`config.mk`:
```
export PLATFORM = sky130hd
export DESIGN_NAME = histogram_port_flat
export DESIGN_NICKNAME = d
export VERILOG_FILES = /design/src/verilog/huff_mem_pkg.sv /design/src/verilog/huff_sym_pkg.sv /design/src/verilog/mem_req_if.sv /design/src/verilog/histogram_port.sv /design/src/flat_wrapper.sv
export SDC_FILE = /design/constraint.sdc
export NUM_CORES = 1
export LEC_CHECK = 0
export ABC_AREA = 0
export ABC_CLOCK_PERIOD_IN_PS = 3800
export BUFFER_PORTS_ARGS = -buffer_cell sky130_fd_sc_hd__buf_2
export CORE_ASPECT_RATIO = 1.25
export CORE_UTILIZATION = 50
export DETAILED_ROUTE_END_ITERATION = 8
export GPL_ROUTABILITY_DRIVEN = 0
export PLACE_DENSITY = 0.95
export SYNTH_ARGS = -nofsm -noshare
export SYNTH_HDL_FRONTEND = slang
export SYNTH_SLANG_ARGS = --single-unit
export TNS_END_PERCENT = 5
```
`constraint.sdc`:
```
create_clock -name clk -period 3.8 [get_ports clk]
set_input_delay 0.76 -clock clk [delete_from_list [all_inputs] [get_ports clk]]
set_output_delay 0.76 -clock clk [all_outputs]
set_load 0.01 [all_outputs]
```
`src/verilog/huff_mem_pkg.sv`:
```
package huff_mem_pkg;

    // external sram bus word and address

    typedef logic [31:0] word_t;   // one bus data word
    typedef logic [31:0] addr_t;   // byte address
    typedef logic [3:0]  sel_t;    // byte lanes

    // region bases inside the shared sram
    // histogram count for char c sits at base + 4*c
    localparam addr_t HIST_BASE_DEF = 32'h3300_0000;

    // codebook path for char c sits at base + 16*c, msw first
    localparam addr_t CB_BASE_DEF = 32'h3300_0C00;

endpackage

```
`src/verilog/huff_sym_pkg.sv`:
```
package huff_sym_pkg;

    // symbol side types of the compressor

    typedef logic [7:0]   char_t;   // input character
    typedef logic [31:0]  count_t;  // histogram count, saturating
    typedef logic [127:0] path_t;   // huffman code path

    // words per stored path
    localparam int PATH_WORDS = 4;

endpackage

```
`src/verilog/mem_req_if.sv`:
```
// one word request between a client block and the bus mux
// four-phase: req up, ack up, req down, ack down
interface mem_req_if;

    logic                req;
    logic                we;      // 1 = write, 0 = read
    huff_mem_pkg::addr_t addr;
    huff_mem_pkg::word_t wdata;
    huff_mem_pkg::word_t rdata;   // valid while ack is high
    logic                ack;

    modport client (
        output req,
        output we,
        output addr,
        output wdata,
        input  rdata,
        input  ack
    );

    modport server (
        input  req,
        input  we,
        input  addr,
        input  wdata,
        output rdata,
        output ack
    );

endinterface

```
`src/verilog/histogram_port.sv`:
```
module histogram_port #(
    parameter huff_mem_pkg::addr_t HIST_BASE = huff_mem_pkg::HIST_BASE_DEF
) (
    input  logic                 clk,
    input  logic                 rst,
    input  logic                 req_i,
    input  huff_sym_pkg::char_t  char_i,
    output logic                 ack_o,
    output huff_sym_pkg::count_t count_o,
    mem_req_if.client            mem
);

    typedef enum logic [1:0] {
        H_IDLE,
        H_READ,
        H_WRITE,
        H_DONE
    } hist_state_t;

    hist_state_t          state;
    huff_sym_pkg::char_t  char_q;
    huff_sym_pkg::count_t count_q;   // incremented count, also the write data
    huff_sym_pkg::count_t count_inc;
    logic                 mem_req_q;

    // saturate at all ones
    always_comb begin
        if (mem.rdata == '1) begin
            count_inc = huff_sym_pkg::count_t'(mem.rdata);
        end else begin
            count_inc = huff_sym_pkg::count_t'(mem.rdata) + 1'b1;
        end
    end

    always_ff @(posedge clk, posedge rst) begin
        if (rst) begin
            state     <= H_IDLE;
            mem_req_q <= 1'b0;
            ack_o     <= 1'b0;
            count_q   <= '0;
        end else begin
            case (state)
                H_IDLE: begin
                    if (req_i) begin
                        mem_req_q <= 1'b1;   // read request next cycle
                        state     <= H_READ;
                    end
                end
                H_READ: begin
                    if (mem_req_q && mem.ack) begin
                        mem_req_q <= 1'b0;
                        count_q   <= count_inc;
                    end else if (!mem_req_q && !mem.ack) begin
                        mem_req_q <= 1'b1;   // start the write back
                        state     <= H_WRITE;
                    end
                end
                H_WRITE: begin
                    if (mem_req_q && mem.ack) begin
                        mem_req_q <= 1'b0;
                    end else if (!mem_req_q && !mem.ack) begin
                        ack_o <= 1'b1;
                        state <= H_DONE;
                    end
                end
                H_DONE: begin
                    // hold the answer until the outer req drops
                    if (!req_i) begin
                        ack_o <= 1'b0;
                        state <= H_IDLE;
                    end
                end
                default: state <= H_IDLE;
            endcase
        end
    end

    // character captured when a request is taken
    always_ff @(posedge clk) begin
        if (state == H_IDLE && req_i) begin
            char_q <= char_i;
        end
    end

    assign mem.req   = mem_req_q;
    assign mem.we    = (state == H_WRITE);
    assign mem.addr  = HIST_BASE + huff_mem_pkg::addr_t'({char_q, 2'b00});
    assign mem.wdata = huff_mem_pkg::word_t'(count_q);

    assign count_o = count_q;

endmodule

```
`src/flat_wrapper.sv`:
```
// flat-port wrapper written by rule: the top's interface ports become plain ports
module histogram_port_flat 
#(
    parameter huff_mem_pkg::addr_t HIST_BASE = huff_mem_pkg::HIST_BASE_DEF
)
  (clk, rst, req_i, char_i, ack_o, count_o, mem_req, mem_we, mem_addr, mem_wdata, mem_rdata, mem_ack);
  mem_req_if mem_i ();
  input  logic clk;
  input  logic rst;
  input  logic req_i;
  input  huff_sym_pkg::char_t char_i;
  output logic ack_o;
  output huff_sym_pkg::count_t count_o;
  output wire logic [$bits(mem_i.req)-1:0] mem_req;
  output wire logic [$bits(mem_i.we)-1:0] mem_we;
  output wire logic [$bits(mem_i.addr)-1:0] mem_addr;
  output wire logic [$bits(mem_i.wdata)-1:0] mem_wdata;
  input wire logic [$bits(mem_i.rdata)-1:0] mem_rdata;
  input wire logic [$bits(mem_i.ack)-1:0] mem_ack;
  assign mem_req = mem_i.req;
  assign mem_we = mem_i.we;
  assign mem_addr = mem_i.addr;
  assign mem_wdata = mem_i.wdata;
  assign mem_i.rdata = mem_rdata;
  assign mem_i.ack = mem_ack;
  histogram_port #(.HIST_BASE(HIST_BASE)) u_core (.clk(clk), .rst(rst), .req_i(req_i), .char_i(char_i), .ack_o(ack_o), .count_o(count_o), .mem(mem_i));
endmodule
```
; Word level (Yosys, flattened, before mapping)
; Cells that the tools add are included.
[word_totals]
ff_bits = 44
[classes]
n_addsub = 2
eq_ne = 12
muxes = 16
reduce_logical = 12
[ops]
columns = operator, n
row1 = 32-bit by 1-bit adder with 32-bit output (second input constant), 1
row2 = 32-bit equality test (second input constant), 1
row3 = 32-bit 2-to-1 mux, 1
row4 = 30-bit by 10-bit adder with 31-bit output (first input constant), 1
row5 = 2-bit 2-to-1 mux, 6
row6 = 2-bit != test (second input constant), 4
row7 = 2-bit one-hot mux with 4 select lines, 1
row8 = 4-bit AND reduction, 2
row9 = 1-bit 2-to-1 mux, 6
row10 = 2-bit by 1-bit != test with 1-bit output (second input constant), 3
row11 = 6-bit AND reduction, 1
row12 = 2-bit equality test (second input constant), 2
row13 = 1-bit logical AND, 3
row14 = 3-bit by 1-bit != test with 1-bit output (second input constant), 1
row15 = 1-bit one-hot mux with 3 select lines, 1
row16 = 3-bit nonzero test, 1
row17 = 2-bit by 1-bit equality test with 1-bit output (second input constant), 1
row18 = 1-bit zero test, 2
row19 = 2-bit zero test, 1
row20 = 1-bit one-hot mux with 2 select lines, 1
row21 = 2-bit AND reduction, 1
row22 = 2-bit nonzero test, 1

; Longest topological paths before layout
[depth]
depth_word = 5
ltp_mapped = 9
mapped_depth_nobuf = 7

; Worst setup path after synthesis
; Ideal clock, no wire load.
[synth_timing]
path_type = in2reg
from = in mem_rdata[0]
to = reg u_core.count_q[29] (netlist: u_core.count_o[29])
setup_time_ns = 0.130
t_arrival_ns = 2.113
path_slack_ns = 1.556
path_stages = 9
path_buffers = 2
cell_sequence = ha_1 nand3_1 nor4_4 and3_1 buf_6 buf_6 nor3_1 xnor2_1 o21ai_1
[synth_between]
elab_chain_len = 2
word_cells_on_any_way = 3
[synth_lines]
columns = item, line
row1 = "start, declared", flat_wrapper.sv:18  ; input wire logic [$bits(mem_i.rdata)-1:0] mem_rdata;
row2 = 32-bit by 1-bit adder with 32-bit output / 32-bit equality test (equally long branches), "histogram_port.sv:31, histogram_port.sv:28"
row3 = 32-bit 2-to-1 mux (*), histogram_port.sv:28  ; if (mem.rdata == '1) begin
row4 = "end signal, assigned", histogram_port.sv:52  ; count_q <= count_inc;
row5 = "end, declared", histogram_port.sv:22  ; huff_sym_pkg::count_t count_q;
; Every way passes the cells marked *; elsewhere a longest branch is shown, timed or not.
; A chain may end at the register's enable or synchronous reset.

; Worst setup path after layout
; Same ends and word-level chain as after synthesis.

==> summary.md <==
| Metric | Value |
|---|---|
| Outcome | `finished, final reports clean` |
| Final setup margin | `1.23 ns` |
| VDD IR max | `roughly 230 µV` |
| Longest Clk Path Bufs | `2` |
| Slew headroom | `between 30% and 40%` |
| Reg-to-Reg End | `u_core.count_o[17]$_DFFE_PP0N_` |
| Worst-path maximum fanout | `16` |
| Crit Path Class | `in -> reg` |
| Syn-to-layout area delta | `13.4%` |
| FMAX | `a little under 400 MHz` |
| Vias in the first global route | `between 2000 and 2500` |
| Core Area | `~5400 µm²` |
| CTS tree | `done` |
| Global Route Usage Sum | `between 20 and 25%` |
| Number of flops mapped to enable cells by yosys | `8` |
| CTS resizes | `0` |
| Mapped Avg Cell Area | `9.26 µm²` |
| DR iter-0 viols | `185` |
| Synth top area cells | `dfrtp_1, buf_4, edfxtp_1` |
| Total grt overflow | `0` |
| Total wire length | `around 6000 µm` |
| Worst-Skew Late Latency | `between 0.2 and 0.3 ns` |
| Pins Over Slew Limit | `0` |
| Initial Utilization | `52.3%` |
| Setup_tns | `0 ns` |
| Nets | `roughly 440` |
| CTS root buf | `clkbuf_8` |
| Layout Utilization | `approximately three fifths` |
| Final setup viols | `0` |
| CP Launch Point | `mem_rdata[0]` |
| Yosys top cell area share | `a little under a third` |
| # Post-CTS Setup Buffers | `0` |
| Chip Width | `a little under 70 µm` |
| H-tree level count | `2` |
| CTS Buf Count | `5` |
| Mapped Area | `2840 µm²` |
| Asr flop ratio synth | `around 80%` |
| End of the critical path | `u_core.count_o[29]$_DFFE_PP0N_` |
| Critical Path RT | `between 3 and 4 ns` |
| Post-DP HPWL | `approximately 4600 µm` |
| Yosys warnings | `0` |
| Synth top cells by count | `buf_4, nand2_1, dfrtp_1, o21ai_0, xnor2_1` |
| Clock sink count | `44` |
| Die area | `~6000 µm²` |
| Hold-fix buffers at CTS | `0` |
| Pre-CTS WS | `about 0.93 ns` |
| Post-Synthesis Cells | `approximately 300` |
| WP data arrival | `between 2 and 3 ns` |
| Count leader, synth | `buf_4` |
| Drt pass-1 iters | `4` |
| DRC | `0` |
| Top cell type by total area after synthesis | `dfrtp_1` |
| Setup crit end kind | `flip-flop` |
| DR vias | `between 2000 and 2500` |
| Unrepaired setup endpoints after global routing | `no` |
| Num rows | `30` |
| Layout cells sized above 1 | `36.0%` |
| Pin count of the biggest net entering global routing | `65` |
| Final ANT Viol Nets | `0` |
| Drt via density | `between 5 and 6` |
| Post-synthesis register bit count | `44` |
| Die Height | `~86 µm` |
| First-pass GRT wire length | `9630 µm` |
| Hold WC Path Type | `reg -> reg` |
| Final hold violations | `0` |
| Initial antenna violation count | `0` |
| Worst slew pin tran | `between 1 and 1.5 ns` |
| Max-Cap Viols | `0` |
| Ant. Diodes | `0` |
| Reg2reg setup slack | `1.67 ns` |
| Synth unique cells | `39` |
| PortBufs | `approximately 120` |
| Boundary pin count | `143` |
| Tmin final | `2.57 ns` |
| Power per cell area | `about 620 nW/µm²` |
| Part of the cycle the worst path needs | `about two thirds` |
| Post-synthesis sequential area ratio | `between 40% and 50%` |
| Static Leakage | `approximately 1.6 nW` |
| CP startpoint kind | `input port` |
| Worst reg2reg startpoint | `u_core.state[1]$_DFFE_PP0P_` |
| Primary FF master, synth | `dfrtp_1` |
| Wire per inst | `approximately 13 µm` |
| Worst reg-to-reg path cell count | `5` |
| Layout fillers | `between 400 and 500` |
| Worst-path clk slew | `around 0.08 ns` |
| Clock Skews | `~0.0072 ns` |
[where the power goes]
part	internal [W]	switching (W)	total, W
sequential	0.000677	0.000144	0.000820
combinational	0.000385	0.000533	0.000918
clock	0.000129	0.000148	0.000277
[routing by layer]
layer	wire, µm	GRT usage [%]
met1	2340	23.6
met3	406	3.84
met4	127	8.35
met2	3010	35.9
met5	0	0
[worst max-delay path: stages]
cell and delay [ns]:
buf_2 0.11, ha_1 0.21, nand3_1 0.15, nor4_4 0.41, and3_1 0.61, nor3_1 0.14, xnor2_1 0.21, o21ai_1 0.10
[worst min-delay path by stage]
stage / startpoint / end / slack, ns / depth (start not counted)
2_1_floorplan: u_core.count_o[0]$_DFFE_PP0N_ / u_core.count_o[0]$_DFFE_PP0N_ / 0.53 / 2
3_3_place_gp: u_core.count_o[19]$_DFFE_PP0N_ / u_core.count_o[19]$_DFFE_PP0N_ / 0.47 / 2
3_5_place_dp: u_core.count_o[18]$_DFFE_PP0N_ / u_core.count_o[18]$_DFFE_PP0N_ / 0.49 / 2
4_1_cts: u_core.count_o[18]$_DFFE_PP0N_ / u_core.count_o[18]$_DFFE_PP0N_ / 0.51 / 2
5_1_grt: u_core.count_o[19]$_DFFE_PP0N_ / u_core.count_o[19]$_DFFE_PP0N_ / 0.53 / 2
6_report: u_core.count_o[18]$_DFFE_PP0N_ / u_core.count_o[18]$_DFFE_PP0N_ / 0.50 / 2
[state kept, by name, indices dropped and copies added (netlist names)]
name / count
u_core.ack_o: 1
u_core.char_q: 8
u_core.count_o: 32
u_core.mem.req: 1
u_core.state: 2
[cells in the final DEF (no fill, tap or decap), types with 2 or more instances in the layout]
| master | count |
|---|---|
| nor2_1 | 9 |
| o21ai_0 | 23 |
| mux2i_1 | 3 |
| nand2_1 | 47 |
| nand3_2 | 3 |
| and3_1 | 4 |
| dfrtp_1 | 36 |
| inv_1 | 7 |
| clkbuf_1 | 2 |
| a22o_1 | 2 |
| o21ai_1 | 11 |
| nor4_2 | 2 |
| conb_1 | 24 |
| a21oi_1 | 3 |
| nor3_2 | 2 |
| nand3_1 | 10 |
| clkbuf_8 | 5 |
| buf_2 | 118 |
| xor2_1 | 7 |
| or2_2 | 2 |
| ha_1 | 7 |
| xnor2_1 | 23 |
| edfxtp_1 | 8 |
| nor3_1 | 8 |
| nor4_1 | 4 |
| nand4_1 | 7 |
[stage by stage]
| step | std cells | cell area [µm²] | total power [W] | hold WS [ns] |
|---|---|---|---|---|
| after global routing | 456 | 3230 | 0.00217 | 0.534 |
| after global placement | 448 | 3140 | 0.00171 | 0.475 |
| final | 456 | 3230 | 0.00202 | 0.498 |
| after CTS | 456 | 3230 | 0.00204 | 0.507 |
| after floorplan | 329 | 2930 | 0.00153 | 0.535 |
| after detailed placement | 448 | 3140 | 0.00176 | 0.490 |
[cell families after synthesis]
logic type      share of synthesized area (%)
mux                                      1.45
compound gates                           7.92
buf+inv                                  17.3
other cells                             0.264
simple gates                             20.6
xor+xnor                                 9.24
fa+ha+maj                                3.08
flops                                    40.1
[cell type report]
cell class	instances	area, µm²	area share, %
clock inverters	1	5.00	0.155
well taps	64	80.1	2.48
multi-input cells	214	1300	40.3
clock buffers	7	76.3	2.37
inverters	7	26.3	0.815
repair buffers	119	598	18.5
flip-flops and latches	44	1140	35.4
(Power assumes the default switching activity.)
