$ cat src/verilog/huff_mem_pkg.sv
package huff_mem_pkg;

    // external sram bus word and address

    typedef logic [31:0] word_t;   // one bus data word
    typedef logic [31:0] addr_t;   // byte address
    typedef logic [3:0]  sel_t;    // byte lanes

    // region bases inside the shared sram
    // histogram count for char c sits at base + 4*c
    localparam addr_t HIST_BASE_DEF = 32'h3300_0000;

    // codebook path for char c sits at base + 16*c, msw first
    localparam addr_t CB_BASE_DEF = 32'h3300_0C00;

endpackage

$ cat src/verilog/mem_req_if.sv
// one word request between a client block and the bus mux
// four-phase: req up, ack up, req down, ack down
interface mem_req_if;

    logic                req;
    logic                we;      // 1 = write, 0 = read
    huff_mem_pkg::addr_t addr;
    huff_mem_pkg::word_t wdata;
    huff_mem_pkg::word_t rdata;   // valid while ack is high
    logic                ack;

    modport client (
        output req,
        output we,
        output addr,
        output wdata,
        input  rdata,
        input  ack
    );

    modport server (
        input  req,
        input  we,
        input  addr,
        input  wdata,
        output rdata,
        output ack
    );

endinterface

$ cat src/verilog/sram_bus_mux.sv
module sram_bus_mux (
    input  logic                clk,
    input  logic                rst,
    mem_req_if.server           hist,
    mem_req_if.server           cb,
    output logic                mem_wr_en_o,
    output logic                mem_rd_en_o,
    output huff_mem_pkg::addr_t mem_addr_o,
    output huff_mem_pkg::word_t mem_wdata_o,
    output huff_mem_pkg::sel_t  mem_sel_o,
    input  logic                mem_busy_i,
    input  huff_mem_pkg::word_t mem_rdata_i
);

    typedef enum logic [1:0] {
        M_IDLE,
        M_ACCESS,
        M_ACK
    } mux_state_t;

    mux_state_t          state;
    logic                grant_cb;   // 0 = histogram, 1 = codebook
    logic                busy_q;
    logic                busy_fall;
    logic                sel_req;
    logic                sel_we;
    huff_mem_pkg::word_t rdata_q;

    assign busy_fall = busy_q & ~mem_busy_i;

    assign sel_req = grant_cb ? cb.req : hist.req;
    assign sel_we  = grant_cb ? cb.we  : hist.we;

    always_ff @(posedge clk, posedge rst) begin
        if (rst) begin
            state    <= M_IDLE;
            grant_cb <= 1'b0;
            busy_q   <= 1'b0;
        end else begin
            busy_q <= mem_busy_i;
            case (state)
                M_IDLE: begin
                    // histogram wins a tie
                    if (hist.req) begin
                        grant_cb <= 1'b0;
                        state    <= M_ACCESS;
                    end else if (cb.req) begin
                        grant_cb <= 1'b1;
                        state    <= M_ACCESS;
                    end
                end
                M_ACCESS: begin
                    if (busy_fall) begin
                        state <= M_ACK;
                    end
                end
                M_ACK: begin
                    // grant held until the client lets go
                    if (!sel_req) begin
                        state <= M_IDLE;
                    end
                end
                default: state <= M_IDLE;
            endcase
        end
    end

    // read word captured on the busy fall
    always_ff @(posedge clk) begin
        if (state == M_ACCESS && busy_fall) begin
            rdata_q <= mem_rdata_i;
        end
    end

    assign mem_wr_en_o = (state == M_ACCESS) & sel_req &  sel_we;
    assign mem_rd_en_o = (state == M_ACCESS) & sel_req & ~sel_we;
    assign mem_addr_o  = grant_cb ? cb.addr  : hist.addr;
    assign mem_wdata_o = grant_cb ? cb.wdata : hist.wdata;
    assign mem_sel_o   = '1;                  // full words only

    assign hist.ack   = (state == M_ACK) & ~grant_cb;
    assign cb.ack     = (state == M_ACK) &  grant_cb;
    assign hist.rdata = rdata_q;
    assign cb.rdata   = rdata_q;

endmodule

$ cat src/flat_wrapper.sv
// flat-port wrapper written by rule: the top's interface ports become plain ports
module sram_bus_mux_flat 
  (clk, rst, mem_wr_en_o, mem_rd_en_o, mem_addr_o, mem_wdata_o, mem_sel_o, mem_busy_i, mem_rdata_i, hist_req, hist_we, hist_addr, hist_wdata, hist_rdata, hist_ack, cb_req, cb_we, cb_addr, cb_wdata, cb_rdata, cb_ack);
  mem_req_if hist_i ();
  mem_req_if cb_i ();
  input  logic clk;
  input  logic rst;
  output logic mem_wr_en_o;
  output logic mem_rd_en_o;
  output huff_mem_pkg::addr_t mem_addr_o;
  output huff_mem_pkg::word_t mem_wdata_o;
  output huff_mem_pkg::sel_t mem_sel_o;
  input  logic mem_busy_i;
  input  huff_mem_pkg::word_t mem_rdata_i;
  input wire logic [$bits(hist_i.req)-1:0] hist_req;
  input wire logic [$bits(hist_i.we)-1:0] hist_we;
  input wire logic [$bits(hist_i.addr)-1:0] hist_addr;
  input wire logic [$bits(hist_i.wdata)-1:0] hist_wdata;
  output wire logic [$bits(hist_i.rdata)-1:0] hist_rdata;
  output wire logic [$bits(hist_i.ack)-1:0] hist_ack;
  input wire logic [$bits(cb_i.req)-1:0] cb_req;
  input wire logic [$bits(cb_i.we)-1:0] cb_we;
  input wire logic [$bits(cb_i.addr)-1:0] cb_addr;
  input wire logic [$bits(cb_i.wdata)-1:0] cb_wdata;
  output wire logic [$bits(cb_i.rdata)-1:0] cb_rdata;
  output wire logic [$bits(cb_i.ack)-1:0] cb_ack;
  assign hist_i.req = hist_req;
  assign hist_i.we = hist_we;
  assign hist_i.addr = hist_addr;
  assign hist_i.wdata = hist_wdata;
  assign hist_rdata = hist_i.rdata;
  assign hist_ack = hist_i.ack;
  assign cb_i.req = cb_req;
  assign cb_i.we = cb_we;
  assign cb_i.addr = cb_addr;
  assign cb_i.wdata = cb_wdata;
  assign cb_rdata = cb_i.rdata;
  assign cb_ack = cb_i.ack;
  sram_bus_mux u_core (.clk(clk), .rst(rst), .hist(hist_i), .cb(cb_i), .mem_wr_en_o(mem_wr_en_o), .mem_rd_en_o(mem_rd_en_o), .mem_addr_o(mem_addr_o), .mem_wdata_o(mem_wdata_o), .mem_sel_o(mem_sel_o), .mem_busy_i(mem_busy_i), .mem_rdata_i(mem_rdata_i));
endmodule
$ cat config.mk
export PLATFORM = sky130hd
export DESIGN_NAME = sram_bus_mux_flat
export DESIGN_NICKNAME = d
export VERILOG_FILES = /design/src/verilog/huff_mem_pkg.sv /design/src/verilog/mem_req_if.sv /design/src/verilog/sram_bus_mux.sv /design/src/flat_wrapper.sv
export SDC_FILE = /design/constraint.sdc
export NUM_CORES = 1
export LEC_CHECK = 0
export ABC_AREA = 1
export BUFFER_PORTS_ARGS = -buffer_cell sky130_fd_sc_hd__buf_4
export CORE_AREA = 2 2 118 120
export DETAILED_ROUTE_END_ITERATION = 10
export DIE_AREA = 0 0 120 122
export PLACE_DENSITY = 0.56
export SLEW_MARGIN = 20
export SYNTH_ARGS = -nofsm -noshare
export SYNTH_HDL_FRONTEND = slang
export SYNTH_SLANG_ARGS = --single-unit
$ cat constraint.sdc
create_clock -name clk -period 3.4 [get_ports clk]
set_input_delay 0.68 -clock clk [delete_from_list [all_inputs] [get_ports clk]]
set_output_delay 0.68 -clock clk [all_outputs]
set_load 0.05 [all_outputs]
* Word-level counts from Yosys, hierarchy flattened
Cells that the tools add are included.
** Word-level totals
- Bits in registers :: 36
- Bits of input ports :: 167
- Output and inout bits :: 136
- Logic and storage cells :: 34
** Operators by class
- Equality and inequality tests :: 5
- Multiplexer cells :: 11
- Bitwise logic cells :: 9
- Reductions and logical operators :: 5
** Operators by type and width (count)
- $mux 32 :: 2
- $mux 2 :: 4
- $and 1x1->1 :: 6
- $pmux 2 s3 :: 1
- $mux 1 :: 4
- $ne 3x3->1 const B :: 1
- $not 1->1 :: 3
- $reduce_and 3->1 :: 1
- $eq 2x1->1 const B :: 1
- $eq 2x2->1 const B :: 1
- $logic_not 2->1 :: 1
- $ne 2x1->1 const B :: 1
- $ne 2x2->1 const B :: 1
- $reduce_and 2->1 :: 1
- $reduce_bool 2->1 :: 1
- $logic_and 1x1->1 :: 1

* Longest topological paths before layout
- Depth in word-level cells :: 4
- Depth in mapped cells :: 7
- Depth with buffers taken out :: 5

* Least setup slack after synthesis
Ideal clock, no wire load.
- Kind :: input-to-output
- From :: input port cb_req
- To :: output port mem_rd_en_o
- Arrival time :: 1493 ps
- Required time :: 2720 ps
- Path slack :: 1227 ps
- Stages :: 4
- Buffers on the path :: 0
- Path through :: nand2_1 -> nand2_1 -> nand2_1 -> nor2_1
** Between the ends
- Word-level cells in the longest chain between the ends :: 3
** Ends and longest elaborated chain
- start: declaration :: line flat_wrapper.sv:21 : input wire logic [$bits(cb_i.req)-1:0] cb_req;
- $mux 1 :: line sram_bus_mux.sv:31 : assign sel_req = grant_cb ? cb.req : hist.req;
- $and 1x1->1 (2 in a row) :: line sram_bus_mux.sv:76 : assign mem_rd_en_o = (state == M_ACCESS) & sel_req & ~sel_we;
- end: declaration :: line flat_wrapper.sv:9 : output logic mem_rd_en_o;
Every way passes these cells.

* Worst setup path in the final report
- From :: register u_core.grant_cb
- To :: output port mem_rd_en_o
** Between the ends
- Word-level cells in the longest chain between the ends :: 3
- Elaborated cells between the ends (all ways) :: 5
- Those cells by class :: 2 x mux; 3 x bitwise
** Ends and longest elaborated chain
- start: declaration :: line sram_bus_mux.sv:22 : logic grant_cb;
- start signal: assignment :: line sram_bus_mux.sv:37 : grant_cb <= 1'b0;
- start signal: assignment :: line sram_bus_mux.sv:45 : grant_cb <= 1'b0;
- start signal: assignment :: line sram_bus_mux.sv:48 : grant_cb <= 1'b1;
- $mux 1 (on tied branches) :: line sram_bus_mux.sv:31, sram_bus_mux.sv:32
- $and 1x1->1 / $not 1->1 (equally long branches) :: line sram_bus_mux.sv:76
- $and 1x1->1 * :: line sram_bus_mux.sv:76
Mark *: on every way between the ends. The rest lies on a longest branch, timed or not.

==> impl_metrics.toml <==
[outcome]
status = "finished, final reports clean"

[cells_and_area]
leading_cell_type_in_the_layout_fill_and_taps_excluded = "sky130_fd_sc_hd__buf_4"
design_area_um2 = 4560
fraction_of_final_layout_cells_sized_beyond_drive_strength_1_pct = 53.9
final.fill_count = 1439
n_antenna_cell = 0
layout-area-overhead-vs-synth_pct = 97.5
most-common-layout-cells = "300 x sky130_fd_sc_hd__buf_4, 206 x sky130_fd_sc_hd__nand2_1, 32 x sky130_fd_sc_hd__edfxtp_1"
num-nets-final = 741

[sta]
hold_fails_final_rpt = 0
timing.final.max_slew_violations = 0
timing.fmax_mhz = 364
final_min_period_over_clock_period_pct = 80.8
fin_crit_ns = 2.75
fin_tns_setup_ns = 0
worst_slew_margin_rel_pct = 57.6
fin_skew_ns = 0.00263
final_setup_violation_count = 0
grt_setup_unrepaired = "false"
worst_pin_slew_ns = 0.636

[synthesis]
post_synth_num_cell_types = 14
yosysSeqAreaShare_pct = 45.9
synth-compound-area-share_pct = 0.650
main_combinational_cell_family_by_area_after_synthesis = "simple AND/OR/NAND/NOR gates"
synth.area.mux_share_pct = 0
post_synth_fa_ha_maj_area_fraction_pct = 0
synth_warnings = 0
synth-simple-area-share_pct = 34.8
syn_area_per_cell_um2 = 7.33
syn-instance-count = 315
ys_seq_elements = 36
syn_area_um2 = 2310
post_synth_xor_area_fraction_pct = 0

[setup_path]
worstPathMaxFanout = 36
worst_ep_required_time_ns = 2.72
setup.reg_to_reg.worst_slack_ns = 1.82
crit_start_category = "register"
timing.critical_path.to_type = "primary output"
critical_path_class = "reg2out"
critPathArrivalTime_ns = 2.07

[clock_tree]
postCtsSetupRepairBufs = 0
cts_tree = "yes"
cts_buffers = 5
clock_tree.buffer_depth = 2
cts-hold-fix-buffers = 0
cts.repair.resized = 0
worst_skew_pair.late_latency_ns = 0.27
cts.htree.levels = 2
cts_root_buf = "sky130_fd_sc_hd__clkbuf_16"
number_of_sinks_handled_by_clock_tree_synthesis = 36
clk_transition_reported_paths_ns = 0.06

[placement]
placement.cell_area_um2 = 4420
place.gp.congestion = 0.768
dp_hpwl_um = 7700
port_buffers = 298

[floorplan]
die_h_um = 122
die_area_um2 = 14600
io_pins = 303
core_um2 = 13500
floorplan.initialDensity_pct = 17.1
row_count = 43
floorplan.die.width_um = 120

[route]
route.antenna.remaining_nets = 0
drt_iter0_markers = 92
vias_per_cell = 3.80
routed_wire_length_per_instance_um = 12.1
detail_route.wirelength_um = 9120
drt_pass1_iterations = 4
routed_via_count = 2869
post-route-drc-count = 0

[grt]
global_route.usage.total_pct = 11.1
grt_start_max_net_pins = 69
total_congestion_overflow_after_global_routing = 0
initial_antenna_violation_count = 0
wire_length_of_the_first_global_routing_pass_um = 12900
vias_in_the_first_global_route = 2745

[power_and_ir_drop]
power.share.clock_pct = 12.4
power_density_nw_per_um2 = 777
switching_share_of_power_pct = 57.3
power.combinational.fraction_pct = 69.9
net-switching-power_mw = 2.03
seq_power_share_pct = 17.7
p_leak_nw = 2.54
power.ir.vdd_worst_mv = 0.430
intPower_mw = 1.51

[job]
total_of_max_cap_violations = 0

[min_path]
path_category_of_the_worst_min_delay_check = "in2async"
registers in the layout, indices dropped and copies added (netlist names):
signal	flops
u_core.state	2
u_core.busy_q	1
u_core.cb.rdata	32
u_core.grant_cb	1
power groups by stage:
stage / sequential, mW / clock (mW) / combinational (mW)
2_1_floorplan: 0.708 / 0 / 1.72
3_3_place_gp: 0.632 / 0 / 2.49
3_5_place_dp: 0.637 / 0 / 2.48
4_1_cts: 0.629 / 0.462 / 2.49
5_1_grt: 0.638 / 0.476 / 2.62
6_report: 0.627 / 0.440 / 2.47
per-layer routing:
layer / part of all wire, % / vias up / track usage (%) / routed length, µm
met5: 0 / - / 0 / 0
met1: 37 / 1254 / 12.4 / 3350
met3: 8.9 / 6 / 2.95 / 815
met2: 54 / 173 / 20.6 / 4880
li1: - / 1436 / - / -
met4: 0.83 / 0 / 2.94 / 76
synthesized netlist by cell type (all sizes together):
| cell | n | share of area, % |
|---|---|---|
| buf | 51 | 17 |
| conb | 1 | 0.16 |
| dfrtp | 4 | 4.3 |
| edfxtp | 32 | 42 |
| inv | 10 | 1.8 |
| nand2 | 206 | 33 |
| nand3 | 1 | 0.22 |
| nor2 | 7 | 1.1 |
| o21ai | 3 | 0.65 |
worst paths after layout:
kind / startpoint / cells after the start / end
max: u_core.grant_cb / 6 / mem_rd_en_o
min: rst / 2 / u_core.busy_q
max reg2reg: u_core.grant_cb / 5 / u_core.state[1]
min reg2reg: u_core.state[1] / 3 / u_core.grant_cb
max in group asynchronous: rst / 2 / u_core.grant_cb
min in group clk: mem_busy_i / 1 / u_core.busy_q
cell type report:
class | count | area (µm²) | share of cell area [%]
Tap cell | 180 | 225 | 4.94
Clock inverter | 3 | 18.8 | 0.412
Inverter | 10 | 42.5 | 0.933
Timing Repair Buffer | 300 | 2250 | 49.4
Multi-Input combinational cell | 221 | 835 | 18.3
Sequential cell | 36 | 1060 | 23.3
Clock buffer | 5 | 125 | 2.74
cells by family after synthesis:
| family | after synthesis |
|---|---|
| and+or+nand+nor | 214 |
| AOI/OAI and AO/OA | 3 |
| DFF | 36 |
| other | 1 |
| buffers and inverters | 61 |
metrics by stage:
stage / cells / util (%) / total power, mW / worst slack, ns / hold slack, ns
2_1_floorplan: 318 / - / 2.43 / 1.23 / 0.446
3_3_place_gp: 747 / 32.7 / 3.12 / 0.955 / 0.567
3_5_place_dp: 747 / 32.7 / 3.12 / 0.934 / 0.547
4_1_cts: 755 / 33.8 / 3.58 / 0.628 / 0.284
5_1_grt: 755 / 33.8 / 3.73 / 0.459 / 0.303
6_report: 755 / 33.8 / 3.54 / 0.652 / 0.288
worst max-delay path, stage by stage (launching register included):
cell and delay (ns):
sky130_fd_sc_hd__dfrtp_2 0.78, sky130_fd_sc_hd__buf_4 0.44, sky130_fd_sc_hd__nand2_1 0.08, sky130_fd_sc_hd__nand2_1 0.10, sky130_fd_sc_hd__nand2_1 0.07, sky130_fd_sc_hd__nor2_1 0.10
sky130_fd_sc_hd__buf_4 0.21
Power figures use the tool's default switching activity.
